`src/verilog/memPkg.sv`:
```
package memPkg;

	// Bus and lane geometry.
	localparam int DataWidth = 32;				// Width of the data bus.
	localparam int ByteWidth = 8;				// One byte lane.
	localparam int HalfWidth = 16;				// Two byte lanes.
	localparam int LaneCount = DataWidth / ByteWidth;	// Byte lanes per word, lane 0 is the MSB.

	// Access size, taken from the low two bits of MS.
	typedef enum logic [1:0] {
		AccByte = 2'd0,					// Single byte.
		AccHalf = 2'd1,					// Halfword, even address.
		AccWord = 2'd2,					// Word, address multiple of four.
		AccRsvd = 2'd3					// Unsupported, no access and no MOC.
	} accessSize;

endpackage

```
`src/verilog/memAccessDecode.sv`:
```
`timescale 1ns/1ps

module memAccessDecode #(
	parameter int AddrWidth = 8					// Depth is 2^AddrWidth bytes.
) (
	input logic clk,
	input logic arstN,
	input logic MOV,						// Request strobe.
	input logic ReadWrite,						// 1 = read, 0 = write.
	input logic [2:0] MS,						// Sign flag and access size.
	input logic [31:0] Address,					// Only the low bits address the array.
	input logic [memPkg::DataWidth-1:0] DataIn,			// Right-justified write data.
	output logic reqValid,						// Accepted request.
	output logic reqRead,						// Read flag of the request.
	output logic [AddrWidth-1:0] baseAddr,				// Aligned address.
	output logic [memPkg::LaneCount-1:0] laneWe,			// Per-lane write enables.
	output logic [memPkg::DataWidth-1:0] laneData,			// Write data placed in its lanes.
	output memPkg::accessSize reqSize,				// Size for the result stage.
	output logic reqSigned						// Sign flag for the result stage.
);
	import memPkg::*;

	accessSize inSize;						// Decoded size of the incoming request.
	logic inAccept;							// Request with a supported size.
	logic [AddrWidth-1:0] inAddr;					// Address folded into the array range.
	logic [AddrWidth-1:0] alignedAddr;				// Low bits cleared by size.
	logic [LaneCount-1:0] steerWe;					// Lane enables before registering.
	logic [DataWidth-1:0] steerData;				// Lane data before registering.

	assign inSize = accessSize'(MS[1:0]);
	assign inAccept = MOV && (inSize != AccRsvd);			// Reserved size is dropped here.
	assign inAddr = Address[AddrWidth-1:0];				// Addresses wrap.

	// Big-endian alignment and lane steering.
	always_comb
	begin
		alignedAddr = inAddr;
		steerWe = '0;
		steerData = '0;
		case (inSize)
			AccByte:
			begin
				steerWe[0] = 1'b1;				// Byte sits at baseAddr itself.
				steerData[DataWidth-1 -: ByteWidth] = DataIn[ByteWidth-1:0];
			end
			AccHalf:
			begin
				alignedAddr[0] = 1'b0;				// Even address.
				steerWe[1:0] = 2'b11;				// Lanes 0 and 1.
				steerData[DataWidth-1 -: HalfWidth] = DataIn[HalfWidth-1:0];
			end
			AccWord:
			begin
				alignedAddr[1:0] = 2'b00;			// Word boundary.
				steerWe = '1;					// All four lanes.
				steerData = DataIn;
			end
			default:
			begin
				steerWe = '0;					// Reserved size writes nothing.
			end
		endcase
		if (ReadWrite)
			steerWe = '0;					// Reads never write.
	end

	// Control state.
	always_ff @(posedge clk or negedge arstN)
	begin
		if (!arstN)
		begin
			reqValid <= 1'b0;
			reqRead <= 1'b0;
			laneWe <= '0;
		end
		else
		begin
			reqValid <= inAccept;
			reqRead <= ReadWrite;
			laneWe <= inAccept ? steerWe : '0;		// Idle cycles write nothing.
		end
	end

	// Request payload.
	always_ff @(posedge clk)
	begin
		baseAddr <= alignedAddr;
		laneData <= steerData;
		reqSize <= inSize;
		reqSigned <= MS[2];					// Sign extension flag.
	end

	// An accepted request never carries the reserved size.
	rsvdDropped: assert property (@(posedge clk) disable iff (!arstN)
		reqValid |-> (reqSize != AccRsvd))
		else $error("reqValid raised for a reserved size");

endmodule

```
`config.mk`:
```
export PLATFORM = sky130hd
export DESIGN_NAME = memAccessDecode
export DESIGN_NICKNAME = d
export VERILOG_FILES = /design/src/verilog/memPkg.sv /design/src/verilog/memAccessDecode.sv
export SDC_FILE = /design/constraint.sdc
export NUM_CORES = 1
export LEC_CHECK = 0
export BUFFER_PORTS_ARGS = -buffer_cell sky130_fd_sc_hd__clkbuf_2
export CORE_AREA = 2 2 64 66
export CTS_CLUSTER_SIZE = 30
export DETAILED_ROUTE_END_ITERATION = 10
export DIE_AREA = 0 0 66 68
export GPL_TIMING_DRIVEN = 0
export PLACE_DENSITY = 0.84
export SLEW_MARGIN = 20
export SYNTH_ARGS = -nofsm -noshare
export SYNTH_HDL_FRONTEND = slang
export SYNTH_SLANG_ARGS = --single-unit
```
`constraint.sdc`:
```
create_clock -name clk -period 1.3 [get_ports clk]
set_input_delay 0.13 -clock clk [delete_from_list [all_inputs] [get_ports clk]]
set_output_delay 0.13 -clock clk [all_outputs]
set_load 0.005 [all_outputs]
```
==> results of run 1 <==
==> final cells by class <==
type	count	area, um2
clock buffers	5	68.8
multi-input cells	59	430
plain buffers	8	58.8
well taps	50	62.6
fillers	335	1590
clock inverters	3	68.8
flip-flops and latches	48	986
repair buffers	106	586
inverters	2	7.51
==> per-layer routing <==
layer,part of all wire,global-route usage,vias up
met1,0.37,0.166,592
li1,-,-,622
met3,0.065,0.0444,8
met5,0,0,-
met2,0.54,0.288,52
met4,0.028,0.0944,0
==> per-stage QoR <==
| stage | setup WS [ns] | setup TNS (ns) | area (um2) |
|---|---|---|---|
| finish | 0.192 | 0 | 2270 |
| detailed placement | -0.132 | -0.268 | 2020 |
| global placement | -0.0395 | -0.0696 | 2020 |
| CTS | 0.202 | 0 | 2270 |
| global route | 0.0861 | 0 | 2270 |
| floorplan | 0.246 | 0 | 1480 |
==> what timing repair did <==
action | 4_1_cts | 5_1_grt
endpoints found under the setup margin | 0 | 0
endpoints found under the hold margin | 15 | 0
hold buffers | 11 | 0
==> layout by cell type, fill, tap and decap left out <==
cell type | synthesis | layout
dfrtp_1 | 5 | 5
clkbuf_8 | 0 | 5
dlygate4sd3_1 | 0 | 11
buf_2 | 1 | 1
nor3b_1 | 1 | 1
nor2b_1 | 10 | 10
and2b_1 | 1 | 1
and2_1 | 12 | 12
ha_1 | 5 | 5
buf_1 | 1 | 1
a22oi_1 | 8 | 8
inv_6 | 0 | 1
buf_4 | 1 | 1
inv_1 | 2 | 2
dfxtp_1 | 43 | 43
nor2_1 | 8 | 8
a222oi_1 | 8 | 8
bufinv_16 | 0 | 2
buf_6 | 3 | 3
clkbuf_2 | 1 | 96
clkbuf_1 | 1 | 1
and2_2 | 6 | 6
==> path summary, 6_finish.rpt <==
kind,start,to,slack (ns),depth (start not counted)
setup / recovery,MS[0],laneData[29]$_DFF_P_,0.19,6
hold / removal,Address[1],baseAddr[1]$_SDFF_PN0_,0.02,2
max in group asynchronous,arstN,laneWe[2]$_DFF_PN0_,0.99,2
min in group asynchronous,arstN,reqRead$_DFF_PN0_,0.18,2
==> registers in the layout, summed over array words and instances (netlist names) <==
signal and cells:
reqSize 2, laneWe 3, reqValid 1, baseAddr 8, reqRead 1, reqSigned 1
laneData 32
==> power by group through the flow <==
stage | clock network [mW] | logic [mW] | registers, mW
after detailed placement | 0 | 0.322 | 1.61
after CTS | 1.31 | 0.348 | 1.58
final | 1.28 | 0.346 | 1.57
after floorplan | 0 | 0.113 | 1.62
after global routing | 1.36 | 0.380 | 1.58
after global placement | 0 | 0.314 | 1.61
==> logic make-up after synthesis <==
kind of cell | count (synthesis) | synth area share
buffers and inverters | 10 | 0.0447
and+or+nand+nor | 38 | 0.154
AOI/OAI and AO/OA | 16 | 0.0945
adders and majority gates | 5 | 0.0422
DFF | 48 | 0.665
==> flow_summary.toml, run 1 <==
[run_status]
status = "finished clean"

[yosys]
synth_edf_count = 0
yosysMostFrequentCell = "dfxtp_1"
synth_cells = 117
syn_avg_cell_area_um2 = 12.7
synth-main-ff-cell = "dfxtp_1"
synth_seq_cells = 48
netlist_area_mm2 = 0.00148
async_reset_ff_frac = 0.104
yosys-top-cells-area = "dfxtp_1 58%, dfrtp_1 8.4%, a222oi_1 5.4%, and2_1 5.1%, ha_1 4.2%"
yosysWarnings = 0
syn-num-nets = 193
synth.cells.most_frequent = "43 x dfxtp_1, 12 x and2_1, 10 x nor2b_1"
yosysTopAreaCell = "dfxtp_1"
yosysSeqAreaShare = 0.665
synth.distinct_cells = 18
yosysTopAreaCellShare = 0.581

[power]
power.leakage_nw = 1.16
peakVddDrop_v = 0.000714
powerDensity_mw_per_mm2 = 1410
power_switching_share = 0.211
pwr-share-comb = 0.108
finalPower_mw = 3.20
p_seq_frac = 0.493
intPower_mw = 2.52
clockPowerShare = 0.399
switching_power_uw = 676

[critical_path]
worstSetupPathType = "in2reg"
cp_slowest_cell = "a222oi_1"
critical_path.top_delay_family = "buffers and inverters"
cp_max_fo = 10
crit_chain = "clkbuf_2 > inv_1 > ha_1 > clkbuf_2 > a222oi_1 > nor2_1"
cp_data_required_time_ns = 1.49
start_kind = "input port"
crit_arrival_ns = 1.30
cp.buffers_inverters = 3
crit_path_end_kind = "register"
crit_path_frequent_cell = "clkbuf_2"
max_stage_delay_ns = 0.39

[clock_network]
cts_tree = "yes"
clock-sinks = 48
clk_path_buf_depth = 2
postCtsSetupBuffers = 0
htree_levels = 2
cts_resized = 0
path_clk_slew_ns = 0.09
numCtsBuffers = 5
root_buffer = "clkbuf_8"

[grt]
grt_max_degree = 17
grt-ovfl-total = 0
grt_use_total = 0.159
first_global_vias = 1129
antenna_found_initial = 0
grt_pass1_wl_um = 5150

[drt]
dr_total_vias = 1274
dr.pass1.iters = 5
wirelength_um = 3690
ant_nets = 0
drt_iter0_drc = 78
post_drt_wl_per_cell_um = 13.1
route.detailed.drc = 0
viasPerCell = 4.53

[placed_design]
gp_congestion = 0.669
dpl.hpwl_um = 2800
port_buffers = 95
post-place-cells = 262

[sta]
max-slew-margin-rel = 0.722
worst_slew_pin_slew_ns = 0.418
final_max_slew_viol_count = 0
final-hold-violation-count = 0
setup_viol = 0
min_period_ns = 1.11
holdWs_ns = 0.0219
rsz0062_at_grt = "no"
max_freq_mhz = 902
finalCritPeriodShare = 0.852

[die]
pin_count = 120
die-height_um = 68
rows = 23
core_area_mm2 = 0.00386
initial_core_util = 0.384
die_area_mm2 = 0.00449
die_w_um = 66

[final_layout]
drive_gt1_frac = 0.498
fin_cells = 281
nNetsFinal = 306
n_antenna_cell = 0
finish.utilization = 0.588
area_growth_pct = 53.0

[flow_run]
max-cap-violations = 0

[min_path]
holdCritPathClass = "in2reg"
No activity file was read; power rests on OpenSTA's default activity.
==> run 2: changes to the inputs <==
PLACE_DENSITY = 0.9   (was 0.84)
==> run 2 against run 1 <==
Cell area fell by 3.5%. Via count fell by 1.3%. Wire length rose by 0.57%. Die area did not move.
==> flow_summary.toml, run 2 (synthesized netlist as in run 1, its figures left out) <==
[final_layout]
fillers = 371
largest_reg_flops = 32
final_common_cell = "clkbuf_2"
nNetsFinal = 304
area_growth_pct = 47.6
n_antenna_cell = 0
mostFrequentLayoutCells = "96 x clkbuf_2, 43 x dfxtp_1, 12 x and2_1"
drive_gt1_frac = 0.496
largestRegisters = "laneData (32), baseAddr (8), laneWe (3)"
top_register = "laneData"

[clock_network]
postCtsSetupBuffers = 0
htree_levels = 2
numCtsBuffers = 5
cts_tree = "yes"
clk_path_buf_depth = 2
clock-sinks = 48
path_clk_slew_ns = 0.08
root_buffer = "clkbuf_8"

[placed_design]
dp_slack_ns = -0.111
gp_congestion = 0.737
port_buffers = 95
dpl.hpwl_um = 2770

[critical_path]
startpoint = "MS[0]"
worstSetupPathType = "in2reg"
cp_data_required_time_ns = 1.46
cp_max_fo = 10
start_kind = "input port"
crit_arrival_ns = 1.26
crit_path_end_kind = "register"

[flow_run]
max-cap-violations = 0

[sta]
min_period_ns = 1.11
setup_ws_ns = 0.194
max_freq_mhz = 904
max-slew-margin-rel = 0.688
fin_setup_tns_ns = 0
worst_slew_pin_slew_ns = 0.468
setup_viol = 0
final_max_slew_viol_count = 0
finalCritPeriodShare = 0.851
rsz0062_at_grt = "no"
final-hold-violation-count = 0

[power]
finalPower_mw = 2.70
powerDensity_mw_per_mm2 = 1230
peakVddDrop_v = 0.000639
power.leakage_nw = 1.12

[die]
core_area_mm2 = 0.00386
rows = 23
die_area_mm2 = 0.00449
pin_count = 120
die_w_um = 66
initial_core_util = 0.384
die-height_um = 68

[drt]
dr.pass1.iters = 7
post_drt_wl_per_cell_um = 13.3
route.detailed.drc = 0
viasPerCell = 4.52
top_layer_used = "met4"
met2_length_um = 2040
ant_nets = 0
drt_iter0_drc = 63
drt-met1-wl_um = 1400
wirelength_um = 3710
dr_total_vias = 1257
routed-wl-met3_um = 219

[grt]
antenna_found_initial = 0
first_global_vias = 1131
grt_pass1_wl_um = 5430
grt_max_degree = 14
grt-ovfl-total = 0
grt_use_total = 0.165

[min_path]
hp-start = "MS[1]"
holdCritPathClass = "in2reg"
holdPathEnd = "reqSize[1]$_DFF_P_"
min_path_cells = 1

[run_status]
status = "finished clean"
run 2: cell count changes in the layout (fill, tap and decap cells not counted), sizes merged:
| cell | change |
|---|---|
| bufinv | -2 |
| dlygate4sd3 | -2 |
| clkbuf | +1 |
| clkinv | +1 |
| inv | -1 |
run 2: worst max-delay path by stage:
stage,to,slack [ns]
after floorplan,laneData[29]$_DFF_P_,0.25
after global placement,laneData[29]$_DFF_P_,-0.08
after detailed placement,laneData[29]$_DFF_P_,-0.11
after CTS,laneData[29]$_DFF_P_,0.19
after global routing,laneData[31]$_DFF_P_,0.05
final,laneData[29]$_DFF_P_,0.19
run 2: layer usage:
layer	track usage	vias up
li1	-	613
met1	0.180	586
met2	0.322	52
met3	0.0313	6
met4	0.0561	0
met5	0	-
run 2: final cells by class:
class | count | area, um2 | share of cell area
Sequential cell | 48 | 986 | 0.451
Clock buffer | 6 | 72.6 | 0.0332
Clock inverter | 1 | 5.00 | 0.00229
Buffer | 8 | 58.8 | 0.0269
Multi-Input combinational cell | 59 | 430 | 0.197
Tap cell | 50 | 62.6 | 0.0286
Inverter | 2 | 7.51 | 0.00343
Timing Repair Buffer | 104 | 566 | 0.258
run 2: where the power goes:
| group | internal, mW | switching [mW] |
|---|---|---|
| Sequential | 1.55 | 0.0230 |
| Clock | 0.366 | 0.417 |
| Combinational | 0.188 | 0.152 |
| Total | 2.11 | 0.592 |
run 2: timing repair:
item | CTS | global route
endpoints found under the hold margin | 13 | 0
hold buffers | 9 | 0
gates resized for setup | 0 | 0
run 2: through the flow:
step	util	area [um2]	std cells	hold slack [ns]
after detailed placement	0.524	2020	262	-0.0497
final	0.567	2190	278	0.0260
after floorplan	-	1480	117	-0.166
after global routing	0.567	2190	278	0.0262
after CTS	0.567	2190	278	0.0157
after global placement	0.524	2020	262	-0.0567
run 2: worst max-delay path: stages:
cell and delay (ns):
clkbuf_2 0.13, inv_1 0.07, ha_1 0.29, clkbuf_2 0.23
a222oi_1 0.33, nor2_1 0.07
