File: config.mk
export PLATFORM = sky130hd
export DESIGN_NAME = memReadFormat
export DESIGN_NICKNAME = d
export VERILOG_FILES = /design/src/verilog/memPkg.sv /design/src/verilog/memReadFormat.sv
export SDC_FILE = /design/constraint.sdc
export NUM_CORES = 1
export LEC_CHECK = 0
export BUFFER_PORTS_ARGS = -buffer_cell sky130_fd_sc_hd__buf_2
export CAP_MARGIN = 10
export CORE_ASPECT_RATIO = 1.2
export CORE_MARGIN = 2
export CORE_UTILIZATION = 45
export DETAILED_ROUTE_END_ITERATION = 8
export PLACE_DENSITY_LB_ADDON = 0.08
export SLEW_MARGIN = 20
export SYNTH_ARGS = -nofsm -noshare
export SYNTH_HDL_FRONTEND = slang
export SYNTH_SLANG_ARGS = --single-unit
File: constraint.sdc
create_clock -name clk -period 0.8 [get_ports clk]
set_clock_uncertainty 0.05 [all_clocks]
set_input_delay 0.16 -clock clk [delete_from_list [all_inputs] [get_ports clk]]
set_output_delay 0.16 -clock clk [all_outputs]
set_load 0.005 [all_outputs]
File: src/verilog/memPkg.sv
package memPkg;

	// Bus and lane geometry.
	localparam int DataWidth = 32;				// Width of the data bus.
	localparam int ByteWidth = 8;				// One byte lane.
	localparam int HalfWidth = 16;				// Two byte lanes.
	localparam int LaneCount = DataWidth / ByteWidth;	// Byte lanes per word, lane 0 is the MSB.

	// Access size, taken from the low two bits of MS.
	typedef enum logic [1:0] {
		AccByte = 2'd0,					// Single byte.
		AccHalf = 2'd1,					// Halfword, even address.
		AccWord = 2'd2,					// Word, address multiple of four.
		AccRsvd = 2'd3					// Unsupported, no access and no MOC.
	} accessSize;

endpackage

File: src/verilog/memReadFormat.sv
`timescale 1ns/1ps

module memReadFormat (
	input logic clk,
	input logic arstN,
	input logic rdValid,						// Read completed in the array.
	input logic wrDone,						// Write completed in the array.
	input logic [memPkg::DataWidth-1:0] rawWord,			// Raw big-endian bytes.
	input memPkg::accessSize rdSize,
	input logic rdSigned,						// Sign-extend byte and halfword.
	output logic MOC,						// One-cycle completion strobe.
	output logic [memPkg::DataWidth-1:0] DataOut			// Right-justified read result.
);
	import memPkg::*;

	logic signBit;							// Fill bit for narrow reads.
	logic [DataWidth-1:0] fmtWord;					// Formatted read result.

	// Right-justify and extend, sign taken from the assembled value.
	always_comb
	begin
		signBit = rdSigned && rawWord[DataWidth-1];
		case (rdSize)
			AccByte:
				fmtWord = {{(DataWidth-ByteWidth){signBit}}, rawWord[DataWidth-1 -: ByteWidth]};
			AccHalf:
				fmtWord = {{(DataWidth-HalfWidth){signBit}}, rawWord[DataWidth-1 -: HalfWidth]};
			default:
				fmtWord = rawWord;				// Full word as is.
		endcase
	end

	always_ff @(posedge clk or negedge arstN)
	begin
		if (!arstN)
		begin
			MOC <= 1'b0;
			DataOut <= '0;
		end
		else
		begin
			MOC <= rdValid || wrDone;			// Any completion.
			if (rdValid)
				DataOut <= fmtWord;			// Holds until the next read.
		end
	end

	// One request per cycle, so a read and a write never finish together.
	oneCompletion: assert property (@(posedge clk) disable iff (!arstN)
		!(rdValid && wrDone))
		else $error("rdValid and wrDone high together");

endmodule

==> out/results.md, run 1 <==
* 0 — final antenna-violating net count
* 6890 µm — first-pass GRT wire length
* sky130_fd_sc_hd__dfrtp_1 (33), sky130_fd_sc_hd__a21oi_1 (23), sky130_fd_sc_hd__nor2_1 (23) — list of most frequent post-synthesis cells
* 0 — Inserted Diodes
* 71 — IO buf count
* sky130_fd_sc_hd__dfrtp_1 — leading area contributor after synthesis
* 0.818 — weighted congestion reported at the end of routability-driven placement
* 5 — number of clock buffers inserted by TritonCTS
* 33 — clock sinks
* 9.24 µm² — synthesized area divided by synthesized cell count
* 1575 — overall via count from detail_route
* 3830 µm² — die area
* 0 — number of endpoints with negative hold slack in the final report
* 72 — top-level port count
* sky130_fd_sc_hd__dfrtp_1 — Main synth FF type
* 1720 nW/µm² — cell area power density
* 0 — Max Cap Violations
* 0.07 ns — clock input transition at the sequential cells of the worst setup and hold paths
* 15.3 µm — routed length per placed instance
* in2reg — type of the most critical hold path
* 1320 µV — maximum vdd drop
* 54.8% — sequential fraction of the synthesis area
* 0 — YS warnings
* 0 — remaining global-route overflow
* 1.03 ns — final critical delay including setup and external delays
* 2 — number of buffers on the longest clock path
* buf_2 — list of cells traversed by the critical path
* 45.9% — starting density of the core
* 0.00434 W — total power
* 0.970 GHz — Max Clk Rate
* -0.231 ns — final critical-path setup slack
* 24.1% — total global routing track utilization
* 5.15 — vias per cell
* 40 — final setup vio count
* 0.261 ns — Worst Max-Slew Pin Slew
* complete, but fails checks — status
* 0.0155 ns — worst hold margin
* 3140 µm — Detailed Place HPWL
* 33 — synthesized flop and latch total
* negative setup slack — violations in the final reports
* 281 — instance count after placement with tap cells included
* 0.40 ns — Critical Path Max Stage Delay
* sky130_fd_sc_hd__dfrtp_1 — slowest stage cell, crit path
* 34 — maximum number of pins on one net before global-route repair
* 2 — peak fanout along the critical path
* 56.8 µm — die width
* 129% — post-route clock period utilization
* 306 — post-layout instance count excluding filler cells
* 59.5% — proportion of layout cells with a drive suffix above 1
* 0 — Max Transition Viols Final
* 67.4 µm — vertical die dimension
* sky130_fd_sc_hd__dfrtp_1 (55%), sky130_fd_sc_hd__a21oi_1 (7.6%), sky130_fd_sc_hd__nor2_1 (5.7%), sky130_fd_sc_hd__a211oi_1 (4.0%), sky130_fd_sc_hd__a22oi_1 (4.0%) — Synth area leaders
* 1519 — vias in the first global route
* 1.21 nW — Leakage
* 4 — first-pass iteration count of the detailed router
* 1510 µm² — total standard cell area after synthesis
* true — unrepaired setup endpoints after global routing
* 163 — Mapped Cells
* sky130_fd_sc_hd__clkbuf_8 — root buffer cell
* 2 — CTS HTree Levels
* 0.59 ns — required time of the critical path
* 67.1% — Layout area overhead
* 100% — Async S/R FF share, synth
* sky130_fd_sc_hd__dfrtp_1 — library cell with the highest instance count after synthesis
* 4680 µm — WL final
* 54.8% — Yosys top cell area share
* 0 — number of flops mapped to enable cells by yosys
* 0.28 ns — insertion delay of the later-clocked pin in the worst-skew pair
* 80 — Initial DRC Count
* 0 — initial antenna violation count
* flip-flop — Worst setup SP type
* 307 — number of nets in the layout
* 18 — number of unique standard cell types used by synthesis
* 1 — buffers and inverters on the worst path
* 0.82 ns — worst path arrival time
* 23 — row count
* 0 — number of DRC violations after detailed routing
* reg2out — worst setup path class
* primary output — Critical Path Sink Type
* 82.6% — max_slew headroom
* 202 — post-synthesis net count
* 3280 µm² — Core Region
* yes — clock tree from TritonCTS
* flip-flops — top cell family by delay on the critical path
cell usage in the layout (no fill, tap or decap):
cell type and instances:
sky130_fd_sc_hd__a22oi_2 4, sky130_fd_sc_hd__buf_4 25, sky130_fd_sc_hd__or2_2 1, sky130_fd_sc_hd__nor2b_1 1, sky130_fd_sc_hd__nor2b_2 1, sky130_fd_sc_hd__o21ai_1 3, sky130_fd_sc_hd__a22oi_1 4, sky130_fd_sc_hd__nor2_4 13
sky130_fd_sc_hd__o21a_4 1, sky130_fd_sc_hd__clkbuf_8 5, sky130_fd_sc_hd__o22ai_2 2, sky130_fd_sc_hd__o21ai_0 6, sky130_fd_sc_hd__o211ai_1 1, sky130_fd_sc_hd__dfrtp_1 33, sky130_fd_sc_hd__buf_2 70, sky130_fd_sc_hd__dlygate4sd3_1 1
sky130_fd_sc_hd__inv_1 8, sky130_fd_sc_hd__and2b_1 7, sky130_fd_sc_hd__nor2_1 9, sky130_fd_sc_hd__nor2_2 1, sky130_fd_sc_hd__clkbuf_4 1, sky130_fd_sc_hd__a21oi_1 11, sky130_fd_sc_hd__a21oi_2 12, sky130_fd_sc_hd__inv_2 2
sky130_fd_sc_hd__o31a_4 1, sky130_fd_sc_hd__buf_12 2, sky130_fd_sc_hd__a211oi_2 8, sky130_fd_sc_hd__nand2_1 16, sky130_fd_sc_hd__buf_6 11, sky130_fd_sc_hd__clkbuf_1 3, sky130_fd_sc_hd__o22ai_1 6
state kept, by name, indices dropped and copies added (netlist names):
signal / count
DataOut: 32
MOC: 1
final cells by class:
type	count	area [µm²]
Multi-Input combinational cell	108	808
Clock buffer	8	80.1
Timing Repair Buffer	110	719
Inverter	10	37.5
Sequential cell	33	826
Tap cell	37	46.3
Fill cell	240	763
metal layers:
metal | part of all wire, % | GRT usage [%] | vias up
li1 | - | - | 769
met1 | 39 | 25.9 | 747
met2 | 54 | 43.9 | 53
met3 | 5.5 | 6.51 | 6
met4 | 1.7 | 11.9 | 0
met5 | 0 | 0 | -
cell families (layout without fill, tap and decap cells):
family | after synthesis | in the layout | share of synthesized area [%]
simple gates | 49 | 49 | 14.5
flops | 33 | 33 | 54.8
compound gates | 59 | 59 | 24.1
buf+inv | 22 | 128 | 6.64
timing repair:
| item | in CTS | in global routing |
|---|---|---|
| hold buffers | 1 | 0 |
| pin swaps | 0 | 10 |
| gates resized for setup | 12 | 39 |
| endpoints found under the setup margin | 33 | 57 |
| cloned | 0 | 0 |
| hold endpoints to repair | 33 | 0 |
| setup buffers | 15 | 9 |
power by group:
part	switching, W	internal [W]
combinational	0.000559	0.000620
sequential	0.000104	0.00185
clock	0.000592	0.000618
metrics by stage:
stage,instance area (µm²),util (%),setup slack [ns],setup TNS (ns)
finish,2520,76.7,-0.231,-6.85
global route,2520,76.7,-0.259,-8.04
CTS,2360,72.0,-0.232,-6.82
detailed placement,2130,64.8,-0.284,-6.59
global placement,2130,64.8,-0.259,-5.80
floorplan,1640,-,-0.0789,-1.10
worst paths after layout:
kind / endpoint / slack (ns) / startpoint / depth (start not counted)
max: DataOut[19] / -0.23 / DataOut[19] / 1
min: MOC / 0.02 / wrDone / 2
max reg2reg: DataOut[19] / -0.04 / DataOut[19] / 3
min reg2reg: DataOut[31] / 0.46 / DataOut[31] / 2
max in group asynchronous: DataOut[31] / 0.22 / arstN / 3
min in group asynchronous: DataOut[22] / 0.30 / arstN / 3
Power figures use the tool's default switching activity.
==> run 2, diff against run 1 <==
ABC_AREA = 1   (was default)
CORE_UTILIZATION = 48   (was 45)
==> run 2 against run 1 <==
- non-clock buffer count decreased by 4
- final cell count grew 13%
- synthesized cell count is 27% higher
- the run still ends with negative setup slack left
- count of clock-buffer cells in the layout stayed put
- setup slack improved by 0.015 ns
- critical endpoint is now DataOut[26]
==> out/results.md, run 2 <==
* 33 — clock sinks, unchanged
* 2280 µm² — DP Area, +7.1%
* 1739 — overall via count from detail_route, +10%
* DataOut x32, MOC x1 — largest registers
* 0.28 ns — insertion delay of the later-clocked pin in the worst-skew pair, about the same
* 28.7% — Switching Share, -0.25 points
* 246 — post-synthesis net count, +22%
* 59.0 µm — die width, +3.9%
* 0.81 ns — worst path arrival time, about the same
* 1.02 ns — final critical delay including setup and external delays, -0.0151 ns
* DataOut[22] — source of the worst register-to-register timing path
* 2 — peak fanout along the critical path, unchanged
* 5.01 — vias per cell, -2.6%
* 45.1% — sequential fraction of design power, +0.2 points
* 0 — Inserted Diodes, unchanged
* 1660 nW/µm² — cell area power density, -3.8%
* 0 — YS warnings, unchanged
* -0.216 ns — final critical-path setup slack, +0.0151 ns
* 34 — maximum number of pins on one net before global-route repair, unchanged
* true — unrepaired setup endpoints after global routing
* 0 — number of endpoints with negative hold slack in the final report, unchanged
* DataOut[26] — launch point of the worst path
* 48.8% — starting density of the core, +2.9 points
* 5 — number of clock buffers inserted by TritonCTS, unchanged
* 0 — Max Cap Violations, unchanged
* 8.43 µm² — synthesized area divided by synthesized cell count, -8.8%
* 0.00123 W — Net Switching, -2.0%
* 1 — buffers and inverters on the worst path, unchanged
* sky130_fd_sc_hd__clkbuf_8 — root buffer cell
* in2reg — type of the most critical hold path
* 0.984 GHz — Max Clk Rate, +1.5%
* -0.267 ns — Post-Place Worst Slack, +0.0172 ns
* flip-flops — top cell family by delay on the critical path
* 127% — post-route clock period utilization, -1.9 points
* 2 — CTS HTree Levels, unchanged
* 0.00306 W — P_int, -0.83%
* wrDone — source of the worst hold timing path
* 27.5% — clock group share of total power, -0.4 points
* 0 — number of DRC violations after detailed routing, unchanged
* DataOut[22] — capture instance of the worst register-to-register path
* 4140 µm² — die area, +8.1%
* 0.06 ns — clock input transition at the sequential cells of the worst setup and hold paths, about the same
* 207 — Mapped Cells, +27%
* 48.1% — Layout area overhead
* 0.39 ns — Critical Path Max Stage Delay, about the same
* sky130_fd_sc_hd__buf_2 — leading cell type in the layout, fill and taps excluded
* 7960 µm — first-pass GRT wire length, +16%
* 2580 µm² — post-route design area, +2.7%
* 100% — Async S/R FF share, synth, unchanged
* sky130_fd_sc_hd__nor2_1 — library cell with the highest instance count after synthesis
* 1210 µV — maximum vdd drop, -8.6%
* sky130_fd_sc_hd__dfrtp_1 — slowest stage cell, crit path
* 4 — first-pass iteration count of the detailed router, unchanged
* negative setup slack — violations in the final reports
* 2 — Hold Crit Depth, unchanged
* 17 — number of unique standard cell types used by synthesis, -1
* -6.75 ns — total negative slack for setup checks, +0.101 ns
* 0 — Max Transition Viols Final, unchanged
* -0.10 ns — Register-to-Register Setup Slack, -0.06 ns
* 72.3% — final core area utilization, -4.4 points
* DataOut — largest reg by FF count
* complete, but fails checks — status
* 24 — row count, +4.3%
* flip-flop — Worst setup SP type
* 0.862 — weighted congestion reported at the end of routability-driven placement, +5.4%
* 1.28 nW — Leakage, +5.7%
* yes — clock tree from TritonCTS
* 0.00429 W — total power, -1.2%
* 4630 µm — WL final, -1.0%
* 0 — final antenna-violating net count, unchanged
* 3410 µm — Detailed Place HPWL, +8.5%
* 56 — Initial DRC Count, -30%
* 43 — final setup vio count, +7.5%
* primary output — Critical Path Sink Type
* 4 — depth of the most critical reg-to-reg path, +1
* 0 — number of flops mapped to enable cells by yosys, unchanged
* 304 — fill cell count, +27%
* sky130_fd_sc_hd__nor2_1 (39), sky130_fd_sc_hd__nand2_1 (34), sky130_fd_sc_hd__dfrtp_1 (33) — list of most frequent post-synthesis cells
* 71 — IO buf count, unchanged
* buf_2 — list of cells traversed by the critical path
* 47.3% — sequential fraction of the synthesis area, -7.5 points
* sky130_fd_sc_hd__dfrtp_1 (47%), sky130_fd_sc_hd__a21oi_2 (11%), sky130_fd_sc_hd__nor2_1 (8.4%), sky130_fd_sc_hd__nand2_1 (7.3%), sky130_fd_sc_hd__nand3_1 (6.9%) — Synth area leaders
* 70.1 µm — vertical die dimension, +4.0%
* 0.59 ns — required time of the critical path, about the same
* 3570 µm² — Core Region, +8.9%
* 0 — remaining global-route overflow, unchanged
* 51.3% — proportion of layout cells with a drive suffix above 1, -8.2 points
* 47.3% — Yosys top cell area share, -7.5 points
* 0.286 ns — Worst Max-Slew Pin Slew, +0.0249 ns
* 13.3 µm — routed length per placed instance, -13%
* 0 — initial antenna violation count, unchanged
* 72 — top-level port count, unchanged
* 80.9% — max_slew headroom, -1.7 points
* MOC — hold worst-path end
* sky130_fd_sc_hd__dfrtp_1 — leading area contributor after synthesis
* sky130_fd_sc_hd__dfrtp_1 — Main synth FF type
* 2 — number of buffers on the longest clock path, unchanged
* 346 — number of nets in the layout, +13%
* reg2out — worst setup path class
* 25.2% — total global routing track utilization, +1.1 points
* 1750 µm² — total standard cell area after synthesis, +16%
* 27.3% — Comb pwr share, about the same
* sky130_fd_sc_hd__buf_2 (70), sky130_fd_sc_hd__nand2_1 (34), sky130_fd_sc_hd__dfrtp_1 (33) — commonest non-fill, non-tap cells in the layout
* 1746 — vias in the first global route, +15%
* 33 — synthesized flop and latch total, unchanged
* 32 — number of flip-flops in the largest register, unchanged
==> run 2: layout make-up <==
class	count	area, µm²	share of cell area [%]
clock buffers	8	80.1	3.10
inverters	11	43.8	1.69
multi-input cells	150	877	33.9
flip-flops and latches	33	826	31.9
well taps	39	48.8	1.89
repair buffers	106	709	27.4
==> run 2: logic make-up after synthesis <==
logic type | synth area share [%]
DFF | 47.3
and+or+nand+nor | 28.3
AOI/OAI and AO/OA | 16.0
buffers and inverters | 8.39
==> run 2: layer usage <==
layer  vias to the layer above  global-route usage, %  share of wire (%)
li1                        864                      -                  -
met1                       808                   31.0                 40
met2                        55                   42.0                 53
met3                        12                   5.74                4.3
met4                         0                   9.60                2.1
met5                         -                      0                  0
==> run 2: worst reg2reg max path, cell delays in order, from the launching register on <==
cell and delay (ns):
sky130_fd_sc_hd__dfrtp_1 0.37, sky130_fd_sc_hd__buf_4 0.13, sky130_fd_sc_hd__buf_4 0.13, sky130_fd_sc_hd__nor2_4 0.08, sky130_fd_sc_hd__a21oi_2 0.03
==> run 2: timing repair <==
action                                  in CTS  in global routing
buffers inserted                            13                  7
hold buffers                                 1                  0
hold endpoints to repair                    33                  0
endpoints found under the setup margin      41                 56
pin swaps                                    6                  7
resized for setup                            5                 21
==> run 2: metrics by stage <==
step	hold WS, ns	std cells
2_1_floorplan	-0.186	207
3_3_place_gp	0.0834	321
3_5_place_dp	0.0830	321
4_1_cts	0.00555	343
5_1_grt	0.0136	347
6_report	0.0102	347
==> run 2: power groups by stage <==
stage	logic, W	registers [W]	clock network (W)
6_report	0.00117	0.00193	0.00118
3_3_place_gp	0.000949	0.00196	0
2_1_floorplan	0.000469	0.00198	0
3_5_place_dp	0.000960	0.00196	0
4_1_cts	0.00108	0.00193	0.00121
5_1_grt	0.00131	0.00195	0.00128
==> run 2: worst max path at each step <==
stage | slack (ns) | depth (start not counted) | end
floorplan | -0.02 | 5 | DataOut[16]
global placement | -0.24 | 5 | DataOut[25]
detailed placement | -0.27 | 5 | DataOut[17]
CTS | -0.22 | 1 | DataOut[26]
global route | -0.24 | 1 | DataOut[26]
finish | -0.22 | 1 | DataOut[26]
